==> src/logic/cmd_line_pkg.sv <==
/* Command line protocol definitions
   Encoder states, line byte type and fixed line patterns */
package cmd_line_pkg;

    // One byte as it is shifted onto the command line
    typedef logic [7:0] cmd_byte_t;

    // Encoder line modes
    typedef enum logic [1:0] {
        ENC_INIT  = 2'd0,                   // Toggle pattern for receiver PLL lock
        ENC_SYNC  = 2'd1,                   // Idle sync stream
        ENC_WRITE = 2'd2                    // Command memory playback
    } enc_state_e;

    // Symmetric idle pattern, alternating bits on the line
    localparam cmd_byte_t SYNC_BYTE = 8'hAA;

    // Line level right after reset, toggled every clock in ENC_INIT
    localparam logic INIT_LINE_LEVEL = 1'b0;

    // Serializer bit timer value on the last bit of a byte
    localparam logic [2:0] BIT_LAST = 3'd7;

    // Stages between the enable request and cmd_en
    localparam int EN_DELAY_STAGES = 3;

endpackage

==> src/logic/cmd_cfg_pkg.sv <==
/* Command encoder configuration definitions
   Memory write strobe and playback configuration */
package cmd_cfg_pkg;

    // Address field of the write strobe, largest supported memory
    localparam int MEM_ADDR_W = 12;

    // Width of the size and repeat fields
    localparam int CFG_W = 16;

    // Command memory write strobe, one byte per cycle with en high
    typedef struct packed {
        logic                    en;
        logic [MEM_ADDR_W-1:0]   addr;
        cmd_line_pkg::cmd_byte_t data;
    } mem_wr_t;

    // Playback configuration, held while a playback runs
    typedef struct packed {
        logic [CFG_W-1:0] cmd_size;         // Bytes per pass
        logic [CFG_W-1:0] repeat_count;     // Passes per start
    } play_cfg_t;

endpackage

==> src/logic/cmd_loop_counter.sv <==
`timescale 1ns/100ps

/* Playback address and repeat counters
   Walks the command block and flags the final byte and each pass start */
module cmd_loop_counter #(
    parameter int MEM_AW = 12
) (
    input  logic                   CMD_CLK,
    input  logic                   RST_SYNC,
    input  cmd_cfg_pkg::play_cfg_t cfg,
    input  logic                   play_step,
    output logic [MEM_AW-1:0]      rd_addr,
    output logic                   last_byte,
    output logic                   loop_start
);

    logic [15:0] rep_cnt;
    logic        addr_last;
    logic        rep_last;

    assign addr_last = (16'(rd_addr) == cfg.cmd_size - 16'd1);
    // Zero repeats behave like a single pass
    assign rep_last  = ({1'b0, rep_cnt} + 17'd1) >= {1'b0, cfg.repeat_count};
    assign last_byte = addr_last && rep_last;

    always_ff @(posedge CMD_CLK) begin
        if (RST_SYNC) begin
            rd_addr    <= '0;
            rep_cnt    <= '0;
            loop_start <= 1'b0;
        end else if (play_step) begin
            // Byte leaving now opens a pass
            loop_start <= (rd_addr == '0) && (cfg.repeat_count != 16'd1);
            if (last_byte) begin
                rd_addr <= '0;              // Ready for the next start
                rep_cnt <= '0;
            end else if (addr_last) begin
                rd_addr <= '0;
                rep_cnt <= rep_cnt + 16'd1;
            end else begin
                rd_addr <= rd_addr + 1'b1;
            end
        end
    end

    // Read address stays inside the configured block
    a_addr_in_block: assert property (@(posedge CMD_CLK) disable iff (RST_SYNC)
        play_step |-> 16'(rd_addr) < cfg.cmd_size);

endmodule

==> config.mk <==
export PLATFORM = sky130hd
export DESIGN_NAME = cmd_loop_counter
export DESIGN_NICKNAME = d
export VERILOG_FILES = /design/src/logic/cmd_line_pkg.sv /design/src/logic/cmd_cfg_pkg.sv /design/src/logic/cmd_loop_counter.sv
export SDC_FILE = /design/constraint.sdc
export NUM_CORES = 1
export LEC_CHECK = 0
export BUFFER_PORTS_ARGS = -buffer_cell sky130_fd_sc_hd__buf_2
export CORE_ASPECT_RATIO = 0.7
export CORE_MARGIN = 1.5
export CORE_UTILIZATION = 39
export DETAILED_ROUTE_END_ITERATION = 8
export SLEW_MARGIN = 20
export SYNTH_ARGS = -nofsm -noshare
export SYNTH_HDL_FRONTEND = slang
export SYNTH_SLANG_ARGS = --single-unit
==> constraint.sdc <==
create_clock -name CMD_CLK -period 3.5 [get_ports CMD_CLK]
set_clock_uncertainty 0.05 [all_clocks]
set_input_delay 0.7 -clock CMD_CLK [delete_from_list [all_inputs] [get_ports CMD_CLK]]
set_output_delay 0.7 -clock CMD_CLK [all_outputs]
set_load 0.02 [all_outputs]
== After elaboration in Yosys (flattened, before gate mapping) ==
Index checks and enable logic that the tools add are counted.
Word-level totals
  input bits: 35
  register bits after elaboration: 29
Cells by class
  multiplexer cells: 4
  add/subtract/negate cells: 4
  reductions and logical operators: 5
  order comparisons: 1
  equal/unequal tests: 2
Operators with widths (number)
  16-bit 2-to-1 mux: 2
  12-bit 2-to-1 mux: 2
  16-bit by 1-bit adder with 17-bit output (second input constant): 1
  17-bit by 16-bit >= comparator with 1-bit output: 1
  16-bit by 1-bit adder with 16-bit output (second input constant): 1
  12-bit by 16-bit == test with 1-bit output: 1
  16-bit by 1-bit inequality test with 1-bit output (second input constant): 1
  16-bit by 1-bit subtractor with 16-bit output (second input constant): 1
  12-bit by 1-bit adder with 12-bit output (second input constant): 1
  12-bit zero test: 1
  1-bit logical AND: 2
  2-bit AND reduction: 1
  2-bit nonzero test: 1

== Depth between registers and ports, before layout ==
Gate-level depths: netlist of the first run.
  word-level depth: 5
  mapped depth: 14

== Worst setup path after synthesis of the first run ==
Ideal clock, no wire load.
  path type: register to output
  start: register rep_cnt[0]
  end: output port last_byte
  arrival time: 2.702 ns
  buffers on the path: 0
  slack: 0.048 ns
  cell stages (with the launch flop): 13
  data required time: 2.750 ns
  path through: dfxtp_1 and3_1 nand3_1 or3_1 and2_1 or2_2 ha_1 a211oi_1 o21ai_0 a22oi_1 o21ai_0 nand3b_1 and4_1
Between the ends
  cells in the longest elaborated chain, start to end: 3
Ends and longest elaborated chain
  start, declared: line cmd_loop_counter.sv:17  | logic [15:0] rep_cnt;
  start signal, assigned: line cmd_loop_counter.sv:39  | rep_cnt <= rep_cnt + 16'd1;
  16-bit by 1-bit adder with 17-bit output: line cmd_loop_counter.sv:23  | assign rep_last = ({1'b0, rep_cnt} + 17'd1) >= {1'b0, cfg.repeat_count};
  17-bit by 16-bit >= comparator with 1-bit output: line cmd_loop_counter.sv:23
  1-bit logical AND: line cmd_loop_counter.sv:24  | assign last_byte = addr_last && rep_last;
  end, declared: line cmd_loop_counter.sv:13  | output logic last_byte,
Every way passes these cells.

== Final worst setup path of the first run ==
Ends and elaborated chain as after synthesis.

==> results.py, run 1 <==
metrics = {
    "floorplanning": {
        "die-area_mm2": 0.006827,
        "start_util": 0.3993,
        "die_h_um": 69.58,
        "core_area_mm2": 0.006186,
        "io_pins": 49,
        "dieWidth_um": 98.12,
        "rows": 24,
    },
    "grt": {
        "grt_max_degree": 14,
        "grt_pass1_vias": 2700,
        "track_usage": 0.2417,
        "antenna_found_initial": 0,
        "grt_overflow": 0,
        "grt.met3_usage": 0.03125,
        "grtUsageMet1": 0.3788,
        "use_met2": 0.3502,
        "grt_pass1_wl_um": 13210,
        "top_usage_layer": "met1",
    },
    "place": {
        "io_buffers": 48,
        "gp_congestion": 0.8388,
        "dp_hpwl_um": 5903,
    },
    "sta": {
        "final_max_slew_viol_count": 0,
        "fmax_mhz": 259.7,
        "rsz0062_at_grt": "yes",
        "slew-limit-headroom": 0.6218,
        "tns_ns": -0.3614,
        "fin_crit_sh": 1.100,
        "setup_viol": 2,
        "hold_violations": 0,
        "finalCriticalPeriod_ns": 3.851,
        "worst_pin_slew_ns": 0.5621,
        "setup_slack_ns": -0.3508,
    },
    "route": {
        "post_drt_via_cell_ratio": 5.641,
        "postRouteAntennaNets": 0,
        "vias": 2911,
        "wl_um": 8227,
        "dr.pass1.iters": 5,
        "drc_errors": 0,
        "first_iter_violations": 179,
        "avgRoutedWirePerCell_um": 15.94,
    },
    "clocking": {
        "cts_buffers": 5,
        "clk_pin_slew_worst_paths_ns": 0.07,
        "clk_latency_ns": 0.29,
        "cts-root-buf": "clkbuf_8",
        "cts_sinks": 29,
        "clockBufferDepth": 2,
        "h-tree-depth": 2,
        "cts_tree": "done",
    },
    "synthesis": {
        "synth_area_leader_cell": "dfxtp_1",
        "syn_inst": 334,
        "synth_ff_type": "dfxtp_1",
        "syn-cell-area_mm2": 0.002470,
        "synth_edf_count": 0,
        "syn_nets": 389,
        "yosysSeqAreaShare": 0.2351,
        "synth_top_area_frac": 0.2351,
        "ys_seq_elements": 29,
        "avgSynthCellArea_um2": 7.395,
        "synth.area.top_cells": "dfxtp_1, ha_1, xnor2_1",
        "yosys_warnings": 0,
        "yosysUniqueCellTypes": 46,
        "ys_async_sr_fraction": 0,
    },
    "final_layout": {
        "diodes": 0,
        "final_nets": 492,
        "drive_above_1_share": 0.3584,
        "multi_input_area_mm2": 0.001961,
        "area_growth_pct": 43.31,
        "register_area_um2": 581.8,
        "nFillCells": 564,
        "fin_util": 0.5722,
    },
    "pwr": {
        "finalPower_uw": 750.6,
        "clock_power_share": 0.358,
        "p_int_uw": 535.5,
        "vdd_drop_max_v": 0.0001723,
        "pwr_density_cell_mw_per_mm2": 212.0,
        "p_comb_frac": 0.190,
        "leakage_uw": 0.001528,
        "switching_share": 0.2865,
        "seqPwrFrac": 0.452,
        "p_sw_uw": 215.1,
    },
    "worst_setup_path": {
        "worstPathArrival_ns": 3.10,
        "r2r_end": "rep_cnt[13]",
        "cp-end-kind": "output port",
        "slowest_stage": "or3_4",
        "cp_max_fo": 4,
        "critical_path_depth": 13,
        "cp.required_ns": 2.75,
        "critPathTopFamily": "simple AND/OR/NAND/NOR gates",
        "reg2reg_from": "rep_cnt[0]",
        "r2r_setup_slack_ns": -0.01,
        "crit_buf_inv": 1,
        "critical_path.cell_chain": "and3_4 -> nand3_4 -> or3_4 -> nor3_4 -> xor2_2 -> ha_4 -> nor3_4 -> nor2_2 -> a22oi_2 -> o21ai_2 -> nand3b_1 -> and4_1 -> buf_6",
        "worstSetupStartpointType": "flip-flop",
        "crit_path_max_incr_delay_ns": 0.42,
        "path_class": "reg -> out",
        "crit_top_cell": "nor3_4",
        "reg2regPathDepth": 15,
    },
    "worst_hold_path": {
        "hold_class": "reg -> reg",
        "holdPathEnd": "loop_start",
        "worstHoldPathCells": 2,
        "min-delay-start": "loop_start",
    },
    "outcome": {
        "status": "finished, violations left",
        "violations": "setup timing",
    },
    "flow_run": {
        "max_cap_viol_count": 0,
    },
}
[worst min-delay path: stages (launching register included)]
cell	delay, ns
dfxtp_1	0.31
nand2b_1	0.06
a21oi_1	0.06
[metrics by stage]
| stage | instances | setup slack [ns] | area (um2) | hold slack (ns) |
|---|---|---|---|---|
| after floorplan | 334 | 0.04795 | 2470 | 0.4216 |
| after global placement | 492 | -0.1959 | 3084 | 0.4098 |
| after detailed placement | 492 | -0.2430 | 3084 | 0.4112 |
| after CTS | 520 | -0.3181 | 3430 | 0.4216 |
| after global routing | 516 | -0.5088 | 3540 | 0.4428 |
| final | 516 | -0.3508 | 3540 | 0.4207 |
[Yosys cell counts, drive strengths merged, types with 4 or more instances]
| library cell | instances |
|---|---|
| nor2 | 37 |
| inv | 36 |
| dfxtp | 29 |
| o21ai | 25 |
| xnor2 | 22 |
| ha | 20 |
| nand3 | 19 |
| nand2 | 16 |
| nand4 | 14 |
| nor3 | 12 |
| nor4 | 11 |
| xor2 | 10 |
| a21oi | 9 |
| clkbuf | 7 |
| and3 | 6 |
| nor4b | 5 |
| o211ai | 5 |
| or2 | 5 |
| a211oi | 4 |
| nor3b | 4 |
| or4 | 4 |
[power by group through the flow]
stage,Sequential [uW],Clock (uW),Combinational [uW]
floorplan,349,0,61.3
global placement,347,0,127
detailed placement,347,0,129
CTS,339,275,133
global route,340,291,157
finish,340,269,142
[per-layer routing]
metal,vias to the layer above,wire length [um]
met5,-,0
met1,1374,4012
met4,0,105
li1,1403,-
met2,118,3509
met3,16,600
[logic make-up (layout without fill, tap and decap cells)]
group | Yosys count | in the layout | synth area share
fa+ha+maj | 20 | 20 | 0.1013
buf+inv | 45 | 149 | 0.06991
compound gates | 57 | 57 | 0.1418
flops | 29 | 29 | 0.2351
mux | 1 | 1 | 0.004559
xor+xnor | 32 | 32 | 0.1135
simple gates | 150 | 150 | 0.3338
[registers in the layout, indices dropped and copies added (netlist names)]
| register | count |
|---|---|
| rd_addr | 12 |
| rep_cnt | 16 |
| loop_start | 1 |
[final cells by class]
class                   count  share of cell area
clock buffers               6             0.02050
multi-input cells         260              0.5539
clock inverters             2            0.002828
repair buffers            105              0.1926
well taps                  78             0.02757
flip-flops and latches     29              0.1644
inverters                  36             0.03818
[worst max path at each step]
stage / startpoint / endpoint / slack, ns
2_1_floorplan: rep_cnt[0] / last_byte / 0.05
3_3_place_gp: rep_cnt[0] / last_byte / -0.20
3_5_place_dp: rep_cnt[0] / last_byte / -0.24
4_1_cts: rep_cnt[0] / last_byte / -0.32
5_1_grt: rep_cnt[0] / last_byte / -0.51
6_report: rep_cnt[0] / last_byte / -0.35
[repair_timing]
item / 4_1_cts / 5_1_grt
setup buffers: 22 / 3
resized for setup: 28 / 27
gates cloned: 1 / 0
hold buffers: 0 / 0
pin swaps: 18 / 17
setup endpoints to repair: 14 / 17
[cell usage in the layout, fill, tap and decap left out, types with 4 or more instances in the layout]
| master | n |
|---|---|
| nand4_1 | 14 |
| xor2_1 | 9 |
| o21ai_0 | 18 |
| nor4_1 | 7 |
| a21oi_1 | 7 |
| nand3_1 | 16 |
| nand2_1 | 16 |
| nor2_1 | 36 |
| o21ai_2 | 4 |
| o211ai_1 | 5 |
| clkbuf_8 | 5 |
| buf_4 | 55 |
| nor3_1 | 7 |
| inv_1 | 36 |
| nor4b_1 | 4 |
| nor3b_1 | 4 |
| dfxtp_1 | 28 |
| and3_1 | 4 |
| buf_2 | 47 |
| xnor2_1 | 19 |
| ha_1 | 17 |
Power figures use the tool's default switching activity.
==> inputs of run 2 (changes only) <==
--- a/config.mk
+++ b/config.mk
@@ -8,8 +8,6 @@
 export BUFFER_PORTS_ARGS = -buffer_cell sky130_fd_sc_hd__buf_2
 export CORE_ASPECT_RATIO = 0.7
-export CORE_MARGIN = 1.5
 export CORE_UTILIZATION = 39
 export DETAILED_ROUTE_END_ITERATION = 8
-export SLEW_MARGIN = 20
 export SYNTH_ARGS = -nofsm -noshare
 export SYNTH_HDL_FRONTEND = slang
--- a/constraint.sdc
+++ b/constraint.sdc
@@ -3,3 +3,3 @@
 set_input_delay 0.7 -clock CMD_CLK [delete_from_list [all_inputs] [get_ports CMD_CLK]]
 set_output_delay 0.7 -clock CMD_CLK [all_outputs]
-set_load 0.02 [all_outputs]
+set_load 0.05 [all_outputs]
==> run 2 against run 1 <==
Against the previous run: the run still ends with setup timing left; non-clock buffer count rose by 13; clock power up 34%; sequential cell count unchanged; register-to-register slack gained 0.02 ns; critical endpoint unchanged; design area increased by 4.5%; critical path depth rose by 1.
==> results.py, run 2 (synthesis results as in run 1) <==
metrics = {
    "final_layout": {
        "register_area_um2": 584.3,
        "largest_reg_flops": 16,
        "design_area_mm2": 0.003699,
        "multi_input_area_mm2": 0.001979,
        "max_flop_register": "rep_cnt",
        "final_common_cell": "buf_4",
        "nFillCells": 494,
        "fin_util": 0.6269,
        "diodes": 0,
        "reg_top3": "rep_cnt: 16 flops, rd_addr: 12 flops, loop_start: 1 flops",
        "area_growth_pct": 49.75,
        "drive_above_1_share": 0.4013,
        "mostFrequentLayoutCells": "buf_4, buf_2, nor2_1",
        "final_nets": 505,
    },
    "route": {
        "vias": 2914,
        "postRouteAntennaNets": 0,
        "first_iter_violations": 206,
        "drc_errors": 0,
        "avgRoutedWirePerCell_um": 16.27,
        "dr.pass1.iters": 5,
        "wl_um": 8559,
        "post_drt_via_cell_ratio": 5.540,
    },
    "clocking": {
        "postCtsHoldBufs": 0,
        "h-tree-depth": 2,
        "cts_tree": "done",
        "clk_pin_slew_worst_paths_ns": 0.07,
        "cts_buffers": 5,
        "clk_latency_ns": 0.28,
        "clockBufferDepth": 2,
        "cts-root-buf": "clkbuf_8",
        "cts_sinks": 29,
    },
    "place": {
        "placed_cell_area_mm2": 0.003151,
        "dp_hpwl_um": 5927,
        "gp_congestion": 0.8654,
        "io_buffers": 48,
    },
    "pwr": {
        "vdd_drop_max_v": 0.0001753,
        "pwr_density_cell_mw_per_mm2": 230.6,
        "leakage_uw": 0.001607,
        "finalPower_uw": 852.8,
    },
    "grt": {
        "grt_overflow": 0,
        "grt_pass1_vias": 2605,
        "antenna_found_initial": 0,
        "track_usage": 0.2508,
        "grt_pass1_wl_um": 12860,
        "grt_max_degree": 14,
    },
    "worst_setup_path": {
        "crit_path_max_incr_delay_ns": 0.42,
        "worstSetupStartpointType": "flip-flop",
        "crit_buf_inv": 2,
        "worstPathArrival_ns": 3.08,
        "path_class": "reg -> out",
        "cp-end-kind": "output port",
        "critPathTopFamily": "simple AND/OR/NAND/NOR gates",
        "cp.required_ns": 2.75,
        "critical_path.cell_chain": "and3_4 -> nand3_2 -> or3_4 -> buf_6 -> nor3_4 -> xnor2_2 -> ha_1 -> nand4_1 -> nor2_1 -> nand2_1 -> o21ai_1 -> nand3b_1 -> and4_4 -> buf_8",
        "slowest_stage": "or3_4",
        "r2r_setup_slack_ns": 0.01,
        "cp_max_fo": 4,
    },
    "sta": {
        "fmax_mhz": 261.2,
        "slew-limit-headroom": 0.6679,
        "rsz0062_at_grt": "yes",
        "worst_pin_slew_ns": 0.4936,
        "setup_slack_ns": -0.3289,
        "setup_viol": 1,
        "fin_crit_sh": 1.094,
        "hold_slack_ns": 0.4231,
        "hold_violations": 0,
        "final_max_slew_viol_count": 0,
        "finalCriticalPeriod_ns": 3.829,
    },
    "floorplanning": {
        "dieWidth_um": 97.12,
        "die-area_mm2": 0.006660,
        "start_util": 0.4187,
        "rows": 23,
        "die_h_um": 68.58,
        "io_pins": 49,
        "core_area_mm2": 0.005899,
    },
    "outcome": {
        "status": "finished, violations left",
        "violations": "setup timing",
    },
    "worst_hold_path": {
        "hold_class": "reg -> reg",
    },
    "flow_run": {
        "max_cap_viol_count": 0,
    },
}
==> run 2: changes by cell type in the layout (fill, tap and decap cells not counted), moves of 8 or more <==
cell,change
nand3_1,-8
buf_4,+11
o21ai_0,-11
o21ai_1,+10
nand3_2,+9
==> run 2: report_power, final <==
part	switching, uW	leakage [uW]	internal [uW]	total [uW]
Clock	148	0.0000543	213	361
Combinational	86.3	0.00132	66.5	153
Sequential	5.82	0.000236	333	339
==> run 2: worst register-to-register path: stages (launching register included) <==
cell and delay, ns:
dfxtp_2 0.36, and3_4 0.19, nand3_2 0.08, or3_4 0.42
nor3_4 0.18, xor2_2 0.18, ha_1 0.27, nor3_2 0.23
nor2_1 0.10, a22oi_1 0.16, o21ai_1 0.10, nand3b_1 0.18
buf_4 0.15, buf_6 0.12, or4_4 0.51, a21oi_2 0.14
==> run 2: per-stage QoR <==
stage / TNS, ns / instances / setup WS [ns]
after CTS: -1.716 / 527 / -0.3341
after global routing: -1.495 / 526 / -0.5174
after detailed placement: -2.740 / 498 / -0.2883
final: -0.3289 / 526 / -0.3289
after global placement: -3.193 / 498 / -0.1803
after floorplan: 0 / 334 / 0.03643
==> run 2: repair_timing <==
item | 4_1_cts | 5_1_grt
setup endpoints to repair | 11 | 16
setup buffers | 29 | 5
resized for setup | 60 | 21
pin swaps | 17 | 10
gates cloned | 1 | 0
==> run 2: worst paths after layout <==
path	startpoint	endpoint	cells past startpoint
min reg2reg	loop_start	loop_start	2
max	rep_cnt[0]	last_byte	14
max reg2reg	rep_cnt[0]	rep_cnt[0]	15
min	loop_start	loop_start	2
==> run 2: routing by layer <==
metal  share of wire  track usage  vias to the layer above
met5               0            0                        -
met4           0.013      0.08396                        0
met3           0.059      0.03327                       12
met2            0.41       0.3873                      103
met1            0.51       0.3617                     1364
li1                -            -                     1435
==> run 2: final cells by class <==
| type | count | share of cell area |
|---|---|---|
| clock inverter | 3 | 0.01252 |
| sequential | 29 | 0.1580 |
| multi-input combinational | 260 | 0.5352 |
| inverter | 36 | 0.03654 |
| timing repair buffer | 118 | 0.2138 |
| tap | 75 | 0.02537 |
| clock buffer | 5 | 0.01861 |
==> inputs of run 3 (changes only) <==
- ABC_CLOCK_PERIOD_IN_PS: not set -> 3500
- CTS_BUF_LIST: not set -> sky130_fd_sc_hd__clkbuf_16
==> run 3 against run 2 <==
Against the previous run: the run still ends with setup timing left; non-clock buffer count decreased by 11; core utilization shrank 0.36 points; fmax fell by 1.9%; critical path depth did not move; sequential cell count unchanged; worst hold slack better by 0.016 ns; design area down 0.58%; register-to-register slack hardly changed; worst setup slack got worse by 0.074 ns; critical path type unchanged; largest power group unchanged.
==> results.py, run 3 (synthesis results as in run 1) <==
metrics = {
    "pwr": {
        "switching_share": 0.2570,
        "p_int_uw": 737.9,
        "leakage_uw": 0.001585,
        "vdd_drop_max_v": 0.0002722,
        "seqPwrFrac": 0.342,
        "pwr_density_cell_mw_per_mm2": 270.1,
        "p_sw_uw": 255.2,
        "p_comb_frac": 0.154,
        "clock_power_share": 0.504,
    },
    "final_layout": {
        "reg_top3": "rep_cnt: 16 flops, rd_addr: 12 flops, loop_start: 1 flops",
        "area_growth_pct": 48.89,
        "mostFrequentLayoutCells": "buf_4, buf_2, inv_1, nor2_1, dfxtp_1",
        "final_cells": 515,
        "largest_reg_flops": 16,
        "fin_util": 0.6233,
        "diodes": 0,
        "drive_above_1_share": 0.3750,
        "max_flop_register": "rep_cnt",
        "final_nets": 494,
        "final_common_cell": "buf_4",
    },
    "route": {
        "dr.pass1.iters": 5,
        "postRouteAntennaNets": 0,
        "avgRoutedWirePerCell_um": 16.00,
        "wl_um": 8238,
        "drc_errors": 0,
        "post_drt_via_cell_ratio": 5.596,
        "first_iter_violations": 235,
        "vias": 2882,
    },
    "sta": {
        "hold_violations": 0,
        "fin_crit_sh": 1.115,
        "setup_slack_ns": -0.4025,
        "rsz0062_at_grt": "yes",
        "worst_pin_slew_ns": 0.5218,
        "setup_viol": 1,
        "fmax_mhz": 256.2,
        "finalCriticalPeriod_ns": 3.902,
        "final_max_slew_viol_count": 0,
        "tns_ns": -0.4025,
        "slew-limit-headroom": 0.6489,
    },
    "worst_hold_path": {
        "min-delay-start": "loop_start",
        "hold_class": "reg -> reg",
        "worstHoldPathCells": 2,
        "holdPathEnd": "loop_start",
    },
    "worst_setup_path": {
        "path_class": "reg -> out",
        "reg2regPathDepth": 15,
        "cp-end-kind": "output port",
        "cp.required_ns": 2.75,
        "r2r_end": "rep_cnt[13]",
        "worstSetupStartpointType": "flip-flop",
        "r2r_setup_slack_ns": 0.01,
        "reg2reg_from": "rep_cnt[1]",
        "cp_max_fo": 3,
        "worstPathArrival_ns": 3.15,
    },
    "grt": {
        "track_usage": 0.2418,
        "grt_pass1_vias": 2476,
        "grt_pass1_wl_um": 12390,
        "grt_max_degree": 14,
        "antenna_found_initial": 0,
        "grt_overflow": 0,
    },
    "place": {
        "gp_congestion": 0.8654,
        "dp_cells": 498,
        "dp_hpwl_um": 5927,
        "io_buffers": 48,
        "place_ws_ns": -0.2883,
    },
    "clocking": {
        "clk_latency_ns": 0.28,
        "clockBufferDepth": 2,
        "clk_pin_slew_worst_paths_ns": 0.05,
        "postCtsHoldBufs": 0,
        "cts_tree": "done",
        "cts-root-buf": "clkbuf_16",
        "cts_buffers": 5,
        "h-tree-depth": 2,
        "cts_sinks": 29,
    },
    "outcome": {
        "status": "finished, violations left",
        "violations": "setup timing",
    },
    "floorplanning": {
        "core_area_mm2": 0.005899,
        "rows": 23,
        "dieWidth_um": 97.12,
        "die-area_mm2": 0.006660,
        "start_util": 0.4187,
        "die_h_um": 68.58,
        "io_pins": 49,
    },
    "flow_run": {
        "max_cap_viol_count": 0,
    },
}
[run 3: changes by cell type in the layout (fill, tap and decap cells not counted), sizes merged]
cell	previous run	this run
buf	118	107
[run 3: worst max-delay path, cell delays in order, from the launching register on]
cell      delay [ns]
dfxtp_2         0.34
and3_4          0.21
nand3_4         0.08
or3_4           0.42
buf_4           0.15
and2_4          0.13
or2_4           0.23
ha_4            0.26
nand4_1         0.17
nor3_2          0.17
a22oi_2         0.07
o21ai_1         0.11
nand3b_1        0.15
and4_4          0.23
buf_8           0.14
[run 3: power by group through the flow]
stage | combinational [uW] | sequential [uW] | clock [uW]
after floorplan | 61.3 | 357 | 0
after global placement | 138 | 346 | 0
after detailed placement | 140 | 346 | 0
after CTS | 144 | 339 | 509
after global routing | 167 | 340 | 524
final | 153 | 339 | 500
[run 3: worst max-delay path by stage]
stage | slack, ns | endpoint | from | depth (start not counted)
6_report | -0.40 | last_byte | rep_cnt[1] | 14
5_1_grt | -0.51 | last_byte | rep_cnt[1] | 15
4_1_cts | -0.31 | last_byte | rep_cnt[0] | 14
3_5_place_dp | -0.29 | last_byte | rep_cnt[0] | 14
3_3_place_gp | -0.18 | last_byte | cfg[23] | 8
2_1_floorplan | 0.04 | last_byte | rep_cnt[0] | 12
[run 3: final cells by class]
class | count | area, um2
clock inverters | 3 | 46.29
flip-flops and latches | 29 | 584.3
fillers | 500 | 2222
well taps | 75 | 93.84
inverters | 36 | 135.1
clock buffers | 5 | 125.1
repair buffers | 107 | 711.9
multi-input cells | 260 | 1981
[run 3: what timing repair did]
item | in CTS | in global routing
pin swaps | 16 | 21
setup endpoints to repair | 16 | 16
resized for setup | 40 | 27
buffers inserted | 6 | 7
cloned | 1 | 0
[run 3: per-layer routing]
metal	global-route usage	routed length, um	vias up
li1	-	-	1410
met1	0.3558	4326	1376
met2	0.3706	3448	89
met3	0.02823	383	7
met4	0.07276	80	0
met5	0	0	-
[run 3: stage by stage]
step | cell area, um2 | hold slack [ns] | total power, uW
finish | 3677 | 0.4392 | 993.2
global route | 3677 | 0.4785 | 1030
CTS | 3523 | 0.4426 | 992.2
detailed placement | 3151 | 0.4109 | 486.1
global placement | 3151 | 0.4080 | 484.3
floorplan | 2472 | 0.4216 | 418.5
