## src/logic/cmd_line_pkg.sv

```systemverilog
/* Command line protocol definitions
   Encoder states, line byte type and fixed line patterns */
package cmd_line_pkg;

    // One byte as it is shifted onto the command line
    typedef logic [7:0] cmd_byte_t;

    // Encoder line modes
    typedef enum logic [1:0] {
        ENC_INIT  = 2'd0,                   // Toggle pattern for receiver PLL lock
        ENC_SYNC  = 2'd1,                   // Idle sync stream
        ENC_WRITE = 2'd2                    // Command memory playback
    } enc_state_e;

    // Symmetric idle pattern, alternating bits on the line
    localparam cmd_byte_t SYNC_BYTE = 8'hAA;

    // Line level right after reset, toggled every clock in ENC_INIT
    localparam logic INIT_LINE_LEVEL = 1'b0;

    // Serializer bit timer value on the last bit of a byte
    localparam logic [2:0] BIT_LAST = 3'd7;

    // Stages between the enable request and cmd_en
    localparam int EN_DELAY_STAGES = 3;

endpackage

```

## src/logic/cmd_cfg_pkg.sv

```systemverilog
/* Command encoder configuration definitions
   Memory write strobe and playback configuration */
package cmd_cfg_pkg;

    // Address field of the write strobe, largest supported memory
    localparam int MEM_ADDR_W = 12;

    // Width of the size and repeat fields
    localparam int CFG_W = 16;

    // Command memory write strobe, one byte per cycle with en high
    typedef struct packed {
        logic                    en;
        logic [MEM_ADDR_W-1:0]   addr;
        cmd_line_pkg::cmd_byte_t data;
    } mem_wr_t;

    // Playback configuration, held while a playback runs
    typedef struct packed {
        logic [CFG_W-1:0] cmd_size;         // Bytes per pass
        logic [CFG_W-1:0] repeat_count;     // Passes per start
    } play_cfg_t;

endpackage

```

## src/logic/cmd_sequencer_fsm.sv

```systemverilog
`timescale 1ns/100ps

/* Command encoder sequencer
   Selects lock pattern, sync idle or playback and delays the line enable */
module cmd_sequencer_fsm (
    input  logic                     CMD_CLK,
    input  logic                     RST_SYNC,
    input  logic                     start,
    input  cmd_cfg_pkg::play_cfg_t   cfg,
    input  logic                     byte_tick,
    input  logic                     pair_tick,
    input  logic                     last_byte,
    output cmd_line_pkg::enc_state_e state,
    output logic                     ser_run,
    output logic                     cmd_en,
    output logic                     play_step,
    output logic                     cmd_writing,
    output logic                     done
);

    localparam int EN_N = cmd_line_pkg::EN_DELAY_STAGES;

    cmd_line_pkg::enc_state_e state_nxt;
    logic                     pending;
    logic                     req;
    logic                     go_write;
    logic                     play_end;
    logic [EN_N-1:0]          en_dly;

    assign req         = start && (cfg.cmd_size != 16'd0);  // Empty commands are dropped
    assign play_step   = (state == cmd_line_pkg::ENC_WRITE) && byte_tick;
    assign play_end    = play_step && last_byte;
    assign go_write    = (state == cmd_line_pkg::ENC_SYNC) && pending && pair_tick;
    assign cmd_writing = (state == cmd_line_pkg::ENC_WRITE);
    assign ser_run     = en_dly[0];
    assign cmd_en      = en_dly[EN_N-1];

    always_comb begin
        state_nxt = state;
        case (state)
            cmd_line_pkg::ENC_INIT: begin
                if (start)
                    state_nxt = cmd_line_pkg::ENC_SYNC;
            end
            cmd_line_pkg::ENC_SYNC: begin
                if (go_write)               // Switch only on a byte pair boundary
                    state_nxt = cmd_line_pkg::ENC_WRITE;
            end
            cmd_line_pkg::ENC_WRITE: begin
                if (play_end)
                    state_nxt = cmd_line_pkg::ENC_SYNC;
            end
            default: state_nxt = cmd_line_pkg::ENC_INIT;
        endcase
    end

    always_ff @(posedge CMD_CLK) begin
        if (RST_SYNC) begin
            state   <= cmd_line_pkg::ENC_INIT;
            pending <= 1'b0;
            en_dly  <= '0;
            done    <= 1'b0;
        end else begin
            state  <= state_nxt;
            en_dly <= {en_dly[EN_N-2:0], state != cmd_line_pkg::ENC_INIT};
            done   <= play_end;
            // A start during playback queues one more run
            if (req && state != cmd_line_pkg::ENC_INIT)
                pending <= 1'b1;
            else if (go_write)
                pending <= 1'b0;
        end
    end

    // done only on the cycle after leaving playback
    a_done_on_return: assert property (@(posedge CMD_CLK) disable iff (RST_SYNC)
        done |-> state == cmd_line_pkg::ENC_SYNC && $past(state) == cmd_line_pkg::ENC_WRITE);

    // Steps only while writing and the serializer runs
    a_step_in_write: assert property (@(posedge CMD_CLK) disable iff (RST_SYNC)
        play_step |-> state == cmd_line_pkg::ENC_WRITE && ser_run);

endmodule

```

## config.mk

```make
export PLATFORM = sky130hd
export DESIGN_NAME = cmd_sequencer_fsm
export DESIGN_NICKNAME = d
export VERILOG_FILES = /design/src/logic/cmd_line_pkg.sv /design/src/logic/cmd_cfg_pkg.sv /design/src/logic/cmd_sequencer_fsm.sv
export SDC_FILE = /design/constraint.sdc
export NUM_CORES = 1
export LEC_CHECK = 0
export BUFFER_PORTS_ARGS = -buffer_cell sky130_fd_sc_hd__buf_2
export CAP_MARGIN = 20
export CORE_AREA = 2 2 39 41
export CTS_BUF_LIST = sky130_fd_sc_hd__clkbuf_8
export DETAILED_ROUTE_END_ITERATION = 12
export DIE_AREA = 0 0 41 43
export GPL_TIMING_DRIVEN = 0
export PLACE_DENSITY = 0.65
export SLEW_MARGIN = 20
export SYNTH_ARGS = -nofsm -noshare
export SYNTH_HDL_FRONTEND = slang
export SYNTH_SLANG_ARGS = --single-unit
```

## constraint.sdc

```tcl
create_clock -name CMD_CLK -period 1.2 [get_ports CMD_CLK]
set_clock_uncertainty 0.15 [all_clocks]
set_input_delay 0 -clock CMD_CLK [delete_from_list [all_inputs] [get_ports CMD_CLK]]
set_output_delay 0 -clock CMD_CLK [all_outputs]
set_load 0.02 [all_outputs]
```

# Word-level counts from Yosys, hierarchy flattened
# Cells that the tools add are included.
# totals
reg_bits,7
input_bits,38
out_inout_bits,7
wordCells,26
# op_classes
n_eq_ne,5
muxes,6
n_reduce_logical,11
# op_table
cell,n
nonzero test 16 bit,1
logical AND 1 bit,6
two-way mux 2 bit,3
case mux 2 bit (3 select lines),1
!= test 2 bit (second input constant),2
nonzero test 2 bit,2
AND reduction 3 bit,1
equality test 2 x 1 -> 1 bit (second input constant),1
equality test 2 bit (second input constant),1
zero test 2 bit,1
two-way mux 1 bit,2
!= test 2 x 1 -> 1 bit (second input constant),1

# Longest topological paths before layout
# Gate-level depths: netlist of the first run.
# logic_depth
depth_word,5
depth_mapped,3
ltp_nobuf,3

# Least setup slack after synthesis of the first run
# No wires, ideal clock.
# synth_path
path_kind,reg-to-reg
startpoint,reg state[0]
endpoint,reg state[0]
setup_ns,0.117
t_arrival_ns,0.981
required_time_ns,0.933
setup_slack_ns,-0.048
stages_incl_launch_ff,4
n_path_buf,0
synth_period_minus_slack_ns,1.248
path_cell_list,dfxtp_1 -> and2b_2 -> nand3_1 -> a21oi_2
# synth_between
elab_chain_len,5
word_cells_on_any_way,12
classes_between,eq/ne: 5; mux: 1; reduce/logical: 6
# synth_lines
element,line_no,source
"start, declared",cmd_sequencer_fsm.sv:13,"output cmd_line_pkg::enc_state_e state,"
"start signal, assigned",cmd_sequencer_fsm.sv:59,state <= cmd_line_pkg::ENC_INIT;
"start signal, assigned",cmd_sequencer_fsm.sv:64,state <= state_nxt;
equality test 2 bit *,--,
via cmd_writing,cmd_sequencer_fsm.sv:17,"output logic cmd_writing,"
logical AND 1 bit,cmd_sequencer_fsm.sv:31,assign play_step = (state == cmd_line_pkg::ENC_WRITE) && byte_tick;
logical AND 1 bit,cmd_sequencer_fsm.sv:32,assign play_end = play_step && last_byte;
!= test 2 x 1 -> 1 bit (no line),--,
AND reduction 3 bit (no line),--,
# Mark *: on every way through the listed nets, which the timed path passes. The rest lies on a longest branch.
# A chain may end at the register's enable or synchronous reset.

# Worst setup path in the final report of the first run
# layout_path
startpoint,reg state[0]
endpoint,out play_step
# layout_between
elab_chain_len,2
# layout_lines
element,line_no,source
equality test 2 bit,cmd_sequencer_fsm.sv:31,
logical AND 1 bit,cmd_sequencer_fsm.sv:31,
"end, declared",cmd_sequencer_fsm.sv:16,"output logic play_step,"
# Every way passes these cells.

==> results of run 1 <==
==> worst max path at each step <==
stage	startpoint	slack [ns]	cells after the start	end
finish	state[0]$_SDFFE_PP0P_	-0.002	3	play_step
global route	state[0]$_SDFFE_PP0P_	-0.04	3	play_step
CTS	state[0]$_SDFFE_PP0P_	0.01	3	play_step
detailed placement	state[0]$_SDFFE_PP0P_	0.11	3	state[0]$_SDFFE_PP0P_
global placement	state[0]$_SDFFE_PP0P_	0.11	3	state[0]$_SDFFE_PP0P_
floorplan	state[1]$_SDFFE_PP0P_	0.01	3	state[0]$_SDFFE_PP0P_
==> power by group through the flow <==
| stage | clock network (mW) | registers [mW] | logic [mW] |
|---|---|---|---|
| 2_1_floorplan | 0 | 0.263 | 0.0231 |
| 3_3_place_gp | 0 | 0.256 | 0.0822 |
| 3_5_place_dp | 0 | 0.256 | 0.0838 |
| 4_1_cts | 0.328 | 0.249 | 0.105 |
| 5_1_grt | 0.348 | 0.250 | 0.114 |
| 6_report | 0.317 | 0.249 | 0.105 |
==> synth_stat cells <==
| master | count | area, um2 |
|---|---|---|
| nor2b_1 | 3 | 18.8 |
| nand4_1 | 1 | 6.26 |
| a32o_1 | 1 | 10.0 |
| and2_1 | 1 | 6.26 |
| nor2_1 | 4 | 15.0 |
| a311o_1 | 1 | 10.0 |
| nor4_2 | 4 | 50.1 |
| nand2_1 | 2 | 7.51 |
| and2b_2 | 1 | 8.76 |
| a21oi_2 | 1 | 8.76 |
| dfxtp_1 | 7 | 140 |
| nand4b_1 | 1 | 8.76 |
| a21oi_1 | 1 | 5.00 |
| nand3b_1 | 1 | 7.51 |
| nand3_1 | 1 | 5.00 |
==> worst max-delay path, stage by stage (launching register included) <==
cell     delay (ns)
dfxtp_4        0.33
and2b_2        0.23
and2_4         0.14
buf_6          0.12
==> logic make-up (layout without fill, tap and decap cells) <==
group,Yosys count,after routing,share of synthesized area [%]
AO/OA/AOI/OAI,4,4,11.0
buffers and inverters,0,39,0
flip-flops,7,7,45.5
AND/OR/NAND/NOR,19,19,43.5
==> metrics by stage <==
stage               utilization (%)  power, mW  setup WS, ns  setup TNS (ns)
finish                         43.2      0.671      -0.00226        -0.00226
global route                   43.2      0.711       -0.0398         -0.0768
CTS                            43.1      0.682        0.0105               0
detailed placement             33.9      0.340         0.110               0
global placement               33.9      0.339         0.109               0
floorplan                         -      0.286        0.0110               0
==> repair_timing <==
action	CTS	global route
cloned	0	0
setup endpoints to repair	1	2
pin swaps	1	0
gates resized for setup	6	1
hold endpoints to repair	7	0
hold buffers	5	0
setup buffers	2	0
==> cell type report <==
type	instances	area (um2)
Multi-Input combinational cell	23	170
Clock buffer	3	41.3
Clock inverter	1	3.75
Tap cell	16	20.0
Fill cell	141	786
Sequential cell	7	145
Timing Repair Buffer	35	218
==> routing by layer <==
metal	GRT usage [%]	vias up	share of wire [%]
met5	0	-	0
met4	8.00	0	2.0
met3	9.42	2	12
met2	18.4	25	50
met1	9.32	166	36
li1	-	191	-
==> registers in the layout, summed over array words and instances, names as in the netlist <==
| signal | cells |
|---|---|
| state | 2 |
| pending | 1 |
| en_dly | 3 |
| done | 1 |
==> key figures, run 1 <==
Outcome
  – Status: finished with violations
  – Failing checks: negative hold slack, negative setup slack

Drt
  – DRC: 0
  – DRT Pass-1 Iters: 1
  – Vias per cell: 4.52
  – Final ANT Viol Nets: 0
  – Starting DRT DRC Count: 0
  – Routed length per instance: 9.80 um
  – Post-Route WL: 833 um
  – Vias: 384

Pwr
  – Combinational Power Share: 15.6%
  – Lkg Pwr: 0.279 nW
  – Sw frac: 21.9%
  – Peak VDD IR: 734 uV
  – Seq pwr share: 37.1%
  – Clock Power Share: 47.3%
  – Power Density: 1120 nW/um2
  – Net Switching: 0.147 mW
  – Internal Power: 0.524 mW

GRT
  – Total Routing Usage GR: 11.8%
  – Initial antenna violation count: 0
  – First-pass GRT wire length: 1.25 mm
  – Gr ovfl total: 0
  – Largest net degree at the start of global routing: 8
  – Vias in the first global route: 346

Setup path
  – Data arrival, critical path: 1.05 ns
  – Worst setup EP type: output port
  – R2R Path Start: state[0]$_SDFFE_PP0P_
  – Register-to-Register Path Depth: 4
  – Reg2reg setup slack: 0.03 ns
  – Critical path class: reg2out
  – Type of origin of the critical path: flop
  – Req. time, crit path: 1.05 ns
  – CP Max Fanout: 3
  – Crit Reg-Reg Endpoint: state[0]$_SDFFE_PP0P_

Floorplanning
  – Die width: 41 um
  – Chip height: 43 um
  – Core area: 1380 um2
  – Std-Cell Rows: 14
  – Die area: 1760 um2
  – Ports: 45
  – Starting Density: 22.2%

Final layout
  – Finished Cell Area: 598 um2
  – Nets@finish: 108
  – # diodes: 0
  – Area grow syn2layout: 94.3%
  – Commonest cells after routing, fill and taps aside: buf_2 (26), dfxtp_1 (5), dlygate4sd3_1 (5)
  – Commonest non-fill, non-tap cell in the layout: buf_2
  – Non-filler cells, final: 85
  – Share of cells above drive strength 1: 60.9%

Synthesis
  – Netlist cell types: 15
  – Number of synthesized register bits: 7
  – Post-synth net total: 68
  – Part of the Yosys area used for sequential elements: 45.5%
  – Ys Warns: 0
  – Synthesized area per cell: 10.3 um2
  – Post-Syn Area: 308 um2
  – Mapped Cells: 30

Run
  – Max-cap violations: 0

STA
  – Tcrit/Tclk final: 100%
  – Unrepaired setup endpoints after global routing: yes
  – Hold Slack: -0.0129 ns
  – Relative slew slack: 85.6%
  – Final Hold Viols: 1
  – Setup violators final: 1
  – Worst Setup Slack, final: -0.00226 ns
  – Worst-margin pin slew: 0.215 ns
  – Tmin final: 1.20 ns
  – Slew Limit Fails: 0
  – Peak Freq: 832 MHz

Placement
  – Placed cells: 74
  – Detailed placement HPWL: 600 um
  – # port buffers: 28
  – GPL Wtd Cong: 0.736
  – Post-place instance area: 469 um2

Hold path
  – Worst Hold End: pending$_SDFFE_PP0P_
  – Hold Crit Start: cfg[30]
  – Hold Path Class: in2reg
  – Hold Crit Depth: 4

Clock tree
  – Clk_lat worst skew: 0.22 ns
  – Clock buffer depth: 2
  – Clock root cell: clkbuf_8
  – H-tree levels: 1
  – CTS buffer count: 3
  – CTS tree: done
  – Clock-pin transition on the worst setup and hold timing paths: 0.04 ns
  – CTS sink cnt: 7
Power figures use the tool's default switching activity.
==> inputs of run 2 (changes only) <==
--- a/config.mk
+++ b/config.mk
@@ -7,12 +7,14 @@
 export LEC_CHECK = 0
 export BUFFER_PORTS_ARGS = -buffer_cell sky130_fd_sc_hd__buf_2
 export CAP_MARGIN = 20
-export CORE_AREA = 2 2 39 41
+export CELL_PAD_IN_SITES_DETAIL_PLACEMENT = 0
+export CELL_PAD_IN_SITES_GLOBAL_PLACEMENT = 1
+export CORE_MARGIN = 1
+export CORE_UTILIZATION = 18
 export CTS_BUF_LIST = sky130_fd_sc_hd__clkbuf_8
 export DETAILED_ROUTE_END_ITERATION = 12
-export DIE_AREA = 0 0 41 43
 export GPL_TIMING_DRIVEN = 0
-export PLACE_DENSITY = 0.65
+export PLACE_DENSITY_LB_ADDON = 0.1
 export SLEW_MARGIN = 20
 export SYNTH_ARGS = -nofsm -noshare
 export SYNTH_HDL_FRONTEND = slang
==> key figures, run 2 (same netlist as run 1, synthesis figures left out) <==
Outcome
  – Status: finished with violations
  – Failing checks: design-rule violations, negative hold slack

Clock tree
  – H-tree levels: 1 (unchanged)
  – Clock-pin transition on the worst setup and hold timing paths: 0.04 ns (about the same)
  – Clock buffer depth: 2 (unchanged)
  – Clk_lat worst skew: 0.22 ns (about the same)
  – Clock root cell: clkbuf_8
  – CTS sink cnt: 7 (unchanged)
  – CTS buffer count: 3 (unchanged)
  – CTS tree: done

Setup path
  – Type of origin of the critical path: flop
  – Critical path class: reg2out
  – CP Max Fanout: 4 (+1)
  – Worst setup EP type: output port
  – Reg2reg setup slack: 0.03 ns (about the same)
  – Data arrival, critical path: 1.04 ns (about the same)
  – Req. time, crit path: 1.05 ns (about the same)

Drt
  – Vias per cell: 4.35 (-3.8%)
  – Starting DRT DRC Count: 2 (+2)
  – Post-Route WL: 802 um (-3.7%)
  – DRC: 2 (+2)
  – Vias: 365 (-4.9%)
  – Final ANT Viol Nets: 0 (unchanged)
  – DRT Pass-1 Iters: 8 (+7)
  – Routed length per instance: 9.55 um (-2.6%)

Floorplanning
  – Starting Density: 19.7% (-2.5 points)
  – Core area: 1560 um2 (+13%)
  – Ports: 45 (unchanged)
  – Die area: 1880 um2 (+6.6%)
  – Die width: 43.4 um (+5.7%)
  – Std-Cell Rows: 14 (unchanged)
  – Chip height: 43.4 um (+0.81%)

STA
  – Worst Setup Slack, final: 0.0108 ns (+0.0130 ns)
  – Hold Slack: -0.00667 ns (+0.00619 ns)
  – Unrepaired setup endpoints after global routing: yes
  – Slew Limit Fails: 0 (unchanged)
  – Tcrit/Tclk final: 99.1% (-1.1 points)
  – Tmin final: 1.19 ns (-0.0130 ns)
  – Peak Freq: 841 MHz (+1.1%)
  – Final Hold Viols: 1 (unchanged)
  – Setup TNS: 0 ns (+0.00226 ns)
  – Relative slew slack: 87.1% (+1.6 points)
  – Setup violators final: 0 (-1)
  – Worst-margin pin slew: 0.191 ns (-0.0233 ns)

Placement
  – # port buffers: 28 (unchanged)
  – Detailed placement HPWL: 645 um (+7.4%)
  – Placed cells: 74 (unchanged)
  – Post-place setup slack: 0.0990 ns (-0.0114 ns)
  – Post-place instance area: 469 um2 (unchanged)
  – GPL Wtd Cong: 0.604 (-18%)

Final layout
  – Share of cells above drive strength 1: 60.3% (-0.58 points)
  – Most flops, register: en_dly
  – Commonest cells after routing, fill and taps aside: buf_2 (27), dfxtp_1 (5), dlygate4sd3_1 (5)
  – Finished Cell Area: 584 um2 (-2.3%)
  – Commonest non-fill, non-tap cell in the layout: buf_2
  – # diodes: 0 (unchanged)
  – Max reg flops: 3 (unchanged)
  – Biggest regs: en_dly: 3 flops, state: 2 flops
  – Area grow syn2layout: 89.8%
  – Nets@finish: 107 (-0.93%)
  – Non-filler cells, final: 84 (-1.2%)

GRT
  – Largest net degree at the start of global routing: 8 (unchanged)
  – Total Routing Usage GR: 10.4% (-1.4 points)
  – Vias in the first global route: 384 (+11%)
  – First-pass GRT wire length: 1.45 mm (+16%)
  – Gr ovfl total: 0 (unchanged)
  – Initial antenna violation count: 0 (unchanged)

Pwr
  – Power Density: 1140 nW/um2 (+1.8%)
  – Lkg Pwr: 0.273 nW (-2.2%)
  – Peak VDD IR: 337 uV (-54%)

Hold path
  – Hold Path Class: in2reg

Run
  – Max-cap violations: 0 (unchanged)
## run 2: cell count changes in the layout (fill, tap and decap cells not counted), sizes merged
| cell | previous run | this run |
|---|---|---|
| buf | 30 | 29 |
## run 2: per-stage QoR
stage	power [mW]	utilization, %	hold WS, ns
6_report	0.668	37.5	-0.00667
5_1_grt	0.710	37.5	0.0101
4_1_cts	0.681	37.5	-0.00574
3_5_place_dp	0.340	30.1	0.103
3_3_place_gp	0.341	30.1	0.109
2_1_floorplan	0.286	-	-0.0949
## run 2: metal layers
metal	GRT usage (%)	wire, um	up-vias
met1	12.1	360	169
met4	5.63	0	0
met3	2.92	45	0
met2	17.3	396	8
li1	-	-	188
met5	0	0	-
## run 2: final timing paths
path | from | end | depth (start not counted)
setup / recovery | state[0]$_SDFFE_PP0P_ | play_step | 3
hold / removal | cfg[30] | pending$_SDFFE_PP0P_ | 4
setup reg to reg | state[0]$_SDFFE_PP0P_ | state[0]$_SDFFE_PP0P_ | 4
hold reg to reg | en_dly[1]$_SDFF_PP0_ | en_dly[2]$_SDFF_PP0_ | 1
## run 2: layout make-up
| cell class | count | area (um2) |
|---|---|---|
| fillers | 173 | 975 |
| repair buffers | 34 | 204 |
| multi-input cells | 23 | 170 |
| flip-flops and latches | 7 | 145 |
| clock buffers | 3 | 41.3 |
| well taps | 16 | 20.0 |
| clock inverters | 1 | 3.75 |
## run 2: where the power goes
group          total (mW)  leakage [nW]  switching [mW]  internal [mW]
Clock               0.316        0.0269          0.0954          0.221
Sequential          0.249        0.0583         0.00496          0.244
Combinational       0.103         0.188          0.0443         0.0586
## run 2: critical path: stages (launching register included)
cell and delay (ns):
dfxtp_4 0.33, and2b_2 0.23, and2_4 0.14, buf_6 0.12
## run 2: what timing repair did
action,4_1_cts,5_1_grt
setup buffers,1,0
endpoints found under the setup margin,1,2
endpoints found under the hold margin,7,0
pin swaps,1,0
gates cloned,0,0
hold buffers,5,0
resized for setup,5,0
==> inputs of run 3 (changes only) <==
--- a/config.mk
+++ b/config.mk
@@ -14,7 +14,7 @@
 export CTS_BUF_LIST = sky130_fd_sc_hd__clkbuf_8
 export DETAILED_ROUTE_END_ITERATION = 12
 export GPL_TIMING_DRIVEN = 0
-export PLACE_DENSITY_LB_ADDON = 0.1
+export PLACE_DENSITY = 0.8
 export SLEW_MARGIN = 20
 export SYNTH_ARGS = -nofsm -noshare
 export SYNTH_HDL_FRONTEND = slang
==> key figures, run 3 (same netlist as run 1, synthesis figures left out) <==
Pwr
  – Clock Power Share: 47.5% (+0.2 points)
  – Seq pwr share: 36.6% (-0.7 points)
  – Combinational Power Share: 15.9% (+0.5 points)
  – Power Density: 1120 nW/um2 (-1.9%)
  – Sw frac: 22.9% (+1.2 points)
  – Lkg Pwr: 0.289 nW (+6.0%)
  – Peak VDD IR: 378 uV (+12%)
  – Total power: 0.683 mW (+2.3%)
  – Net Switching: 0.156 mW (+8.1%)
  – Internal Power: 0.526 mW (+0.63%)

Setup path
  – Worst setup EP type: output port
  – Reg2reg setup slack: 0.03 ns (about the same)
  – Worst path bufs/invs: 1 (unchanged)
  – CP cell instances: and2b_2 -> and2_4 -> buf_6
  – Register-to-Register Path Depth: 3 (-1)
  – CP delay by family, top: simple AND/OR/NAND/NOR gates
  – Number of cells on the critical path: 3 (unchanged)
  – Crit Reg-Reg Endpoint: state[0]$_SDFFE_PP0P_
  – CP Max Fanout: 2 (-2)
  – Critical path class: reg2out
  – Type of origin of the critical path: flop
  – Crit-path slowest cell: dfxtp_4
  – Req. time, crit path: 1.05 ns (about the same)
  – CP peak stage delay: 0.34 ns (about the same)
  – R2R Path Start: state[0]$_SDFFE_PP0P_
  – Data arrival, critical path: 1.05 ns (about the same)

Hold path
  – Hold Crit Depth: 4 (unchanged)
  – Hold Crit Start: cfg[25]
  – Hold Path Class: in2reg
  – Worst Hold End: pending$_SDFFE_PP0P_

Clock tree
  – Clock buffer depth: 2 (unchanged)
  – CTS buffer count: 3 (unchanged)
  – Clock-pin transition on the worst setup and hold timing paths: 0.04 ns (about the same)
  – Clock root cell: clkbuf_8
  – CTS sink cnt: 7 (unchanged)
  – Clk_lat worst skew: 0.23 ns (about the same)
  – H-tree levels: 1 (unchanged)
  – CTS tree: done

GRT
  – Initial antenna violation count: 0 (unchanged)
  – First-pass GRT wire length: 1.39 mm (-4.3%)
  – Gr ovfl total: 0 (unchanged)
  – Largest net degree at the start of global routing: 8 (unchanged)
  – Total Routing Usage GR: 10.6% (+0.18 points)
  – Vias in the first global route: 366 (-4.7%)

Drt
  – Post-Route WL: 920 um (+15%)
  – Starting DRT DRC Count: 4 (+2)
  – Vias: 373 (+2.2%)
  – DRC: 0 (-2)
  – Final ANT Viol Nets: 0 (unchanged)
  – Routed length per instance: 10.8 um (+13%)
  – DRT Pass-1 Iters: 2 (-6)
  – Vias per cell: 4.39 (+0.99%)

Final layout
  – Biggest regs: en_dly: 3 flops, state: 2 flops
  – Finished Cell Area: 609 um2 (+4.3%)
  – Post-route core utilization: 39.1% (+1.6 points)
  – Layout fillers: 158 (-8.7%)
  – Max reg flops: 3 (unchanged)
  – Share of cells above drive strength 1: 59.4% (-0.87 points)
  – Commonest cells after routing, fill and taps aside: buf_2 (25), dfxtp_1 (5), dlygate4sd3_1 (5)
  – Nets@finish: 108 (+0.93%)
  – Commonest non-fill, non-tap cell in the layout: buf_2
  – Area grow syn2layout: 98.0%
  – # diodes: 0 (unchanged)
  – Most flops, register: en_dly
  – Sequential cell area: 145 um2 (unchanged)
  – Non-filler cells, final: 85 (+1.2%)
  – Area of the multi-input gates: 170 um2 (unchanged)

STA
  – Setup violators final: 1 (+1)
  – Relative slew slack: 86.3% (-0.88 points)
  – Peak Freq: 832 MHz (-1.1%)
  – Unrepaired setup endpoints after global routing: yes
  – Final Hold Viols: 1 (unchanged)
  – Tcrit/Tclk final: 100% (+1.1 points)
  – Hold Slack: -0.0249 ns (-0.0182 ns)
  – Tmin final: 1.20 ns (+0.0127 ns)
  – Slew Limit Fails: 0 (unchanged)
  – Worst-margin pin slew: 0.204 ns (+0.0131 ns)
  – Worst Setup Slack, final: -0.00196 ns (-0.0127 ns)

Floorplanning
  – Std-Cell Rows: 14 (unchanged)
  – Ports: 45 (unchanged)
  – Die area: 1880 um2 (unchanged)
  – Chip height: 43.4 um (unchanged)
  – Core area: 1560 um2 (unchanged)
  – Die width: 43.4 um (unchanged)
  – Starting Density: 19.7% (unchanged)

Outcome
  – Status: finished with violations
  – Failing checks: negative hold slack, negative setup slack

Placement
  – Post-place instance area: 469 um2 (unchanged)
  – # port buffers: 28 (unchanged)
  – GPL Wtd Cong: 0.778 (+29%)
  – Placed cells: 74 (unchanged)

Run
  – Max-cap violations: 0 (unchanged)
run 3: cell count changes in the layout (fill, tap and decap cells not counted):
cell / previous run / this run
buf_2: 27 / 25
buf_6: 1 / 3
dlymetal6s4s_1: 0 / 1
run 3: cell type report:
class                           instances  share of cell area (%)
Clock buffer                            3                    6.78
Clock inverter                          1                   0.616
Multi-Input combinational cell         23                    27.9
Sequential cell                         7                    23.8
Tap cell                               16                    3.29
Timing Repair Buffer                   35                    37.6
run 3: per-stage QoR:
| stage | setup slack [ns] | setup TNS (ns) |
|---|---|---|
| after floorplan | 0.0110 | 0 |
| after global placement | 0.104 | 0 |
| after detailed placement | 0.0888 | 0 |
| after CTS | 0.00310 | 0 |
| after global routing | -0.0313 | -0.0413 |
| final | -0.00196 | -0.00196 |
run 3: how the worst max path moves through the flow:
stage / to / slack (ns) / startpoint
after floorplan: state[0]$_SDFFE_PP0P_ / 0.01 / state[1]$_SDFFE_PP0P_
after global placement: state[0]$_SDFFE_PP0P_ / 0.10 / state[0]$_SDFFE_PP0P_
after detailed placement: state[0]$_SDFFE_PP0P_ / 0.09 / state[0]$_SDFFE_PP0P_
after CTS: state[0]$_SDFFE_PP0P_ / 0.003 / state[0]$_SDFFE_PP0P_
after global routing: play_step / -0.03 / state[0]$_SDFFE_PP0P_
final: play_step / -0.002 / state[0]$_SDFFE_PP0P_
run 3: worst min-delay path, stage by stage:
cell and delay [ns]:
buf_2 0.08, nor4_2 0.03, nand4_1 0.06, a32o_1 0.14
run 3: power by group through the flow:
| stage | clock [mW] | combinational, mW | sequential, mW |
|---|---|---|---|
| after detailed placement | 0 | 0.0840 | 0.257 |
| after global placement | 0 | 0.0824 | 0.256 |
| after CTS | 0.334 | 0.108 | 0.249 |
| final | 0.325 | 0.109 | 0.250 |
| after global routing | 0.351 | 0.118 | 0.250 |
| after floorplan | 0 | 0.0231 | 0.263 |
run 3: what timing repair did:
item | CTS | global route
pin swaps | 1 | 3
buffers inserted | 2 | 0
hold endpoints to repair | 7 | 0
hold buffers | 6 | 0
endpoints found under the setup margin | 1 | 5
gates resized for setup | 6 | 3
run 3: routing by layer:
layer	GRT usage (%)	vias up	part of all wire (%)	wire length (um)
li1	-	189	-	-
met1	10.1	158	41	376
met2	18.8	24	49	451
met3	3.75	2	9.6	88
met4	7.50	0	0.43	4
met5	0	-	0	0
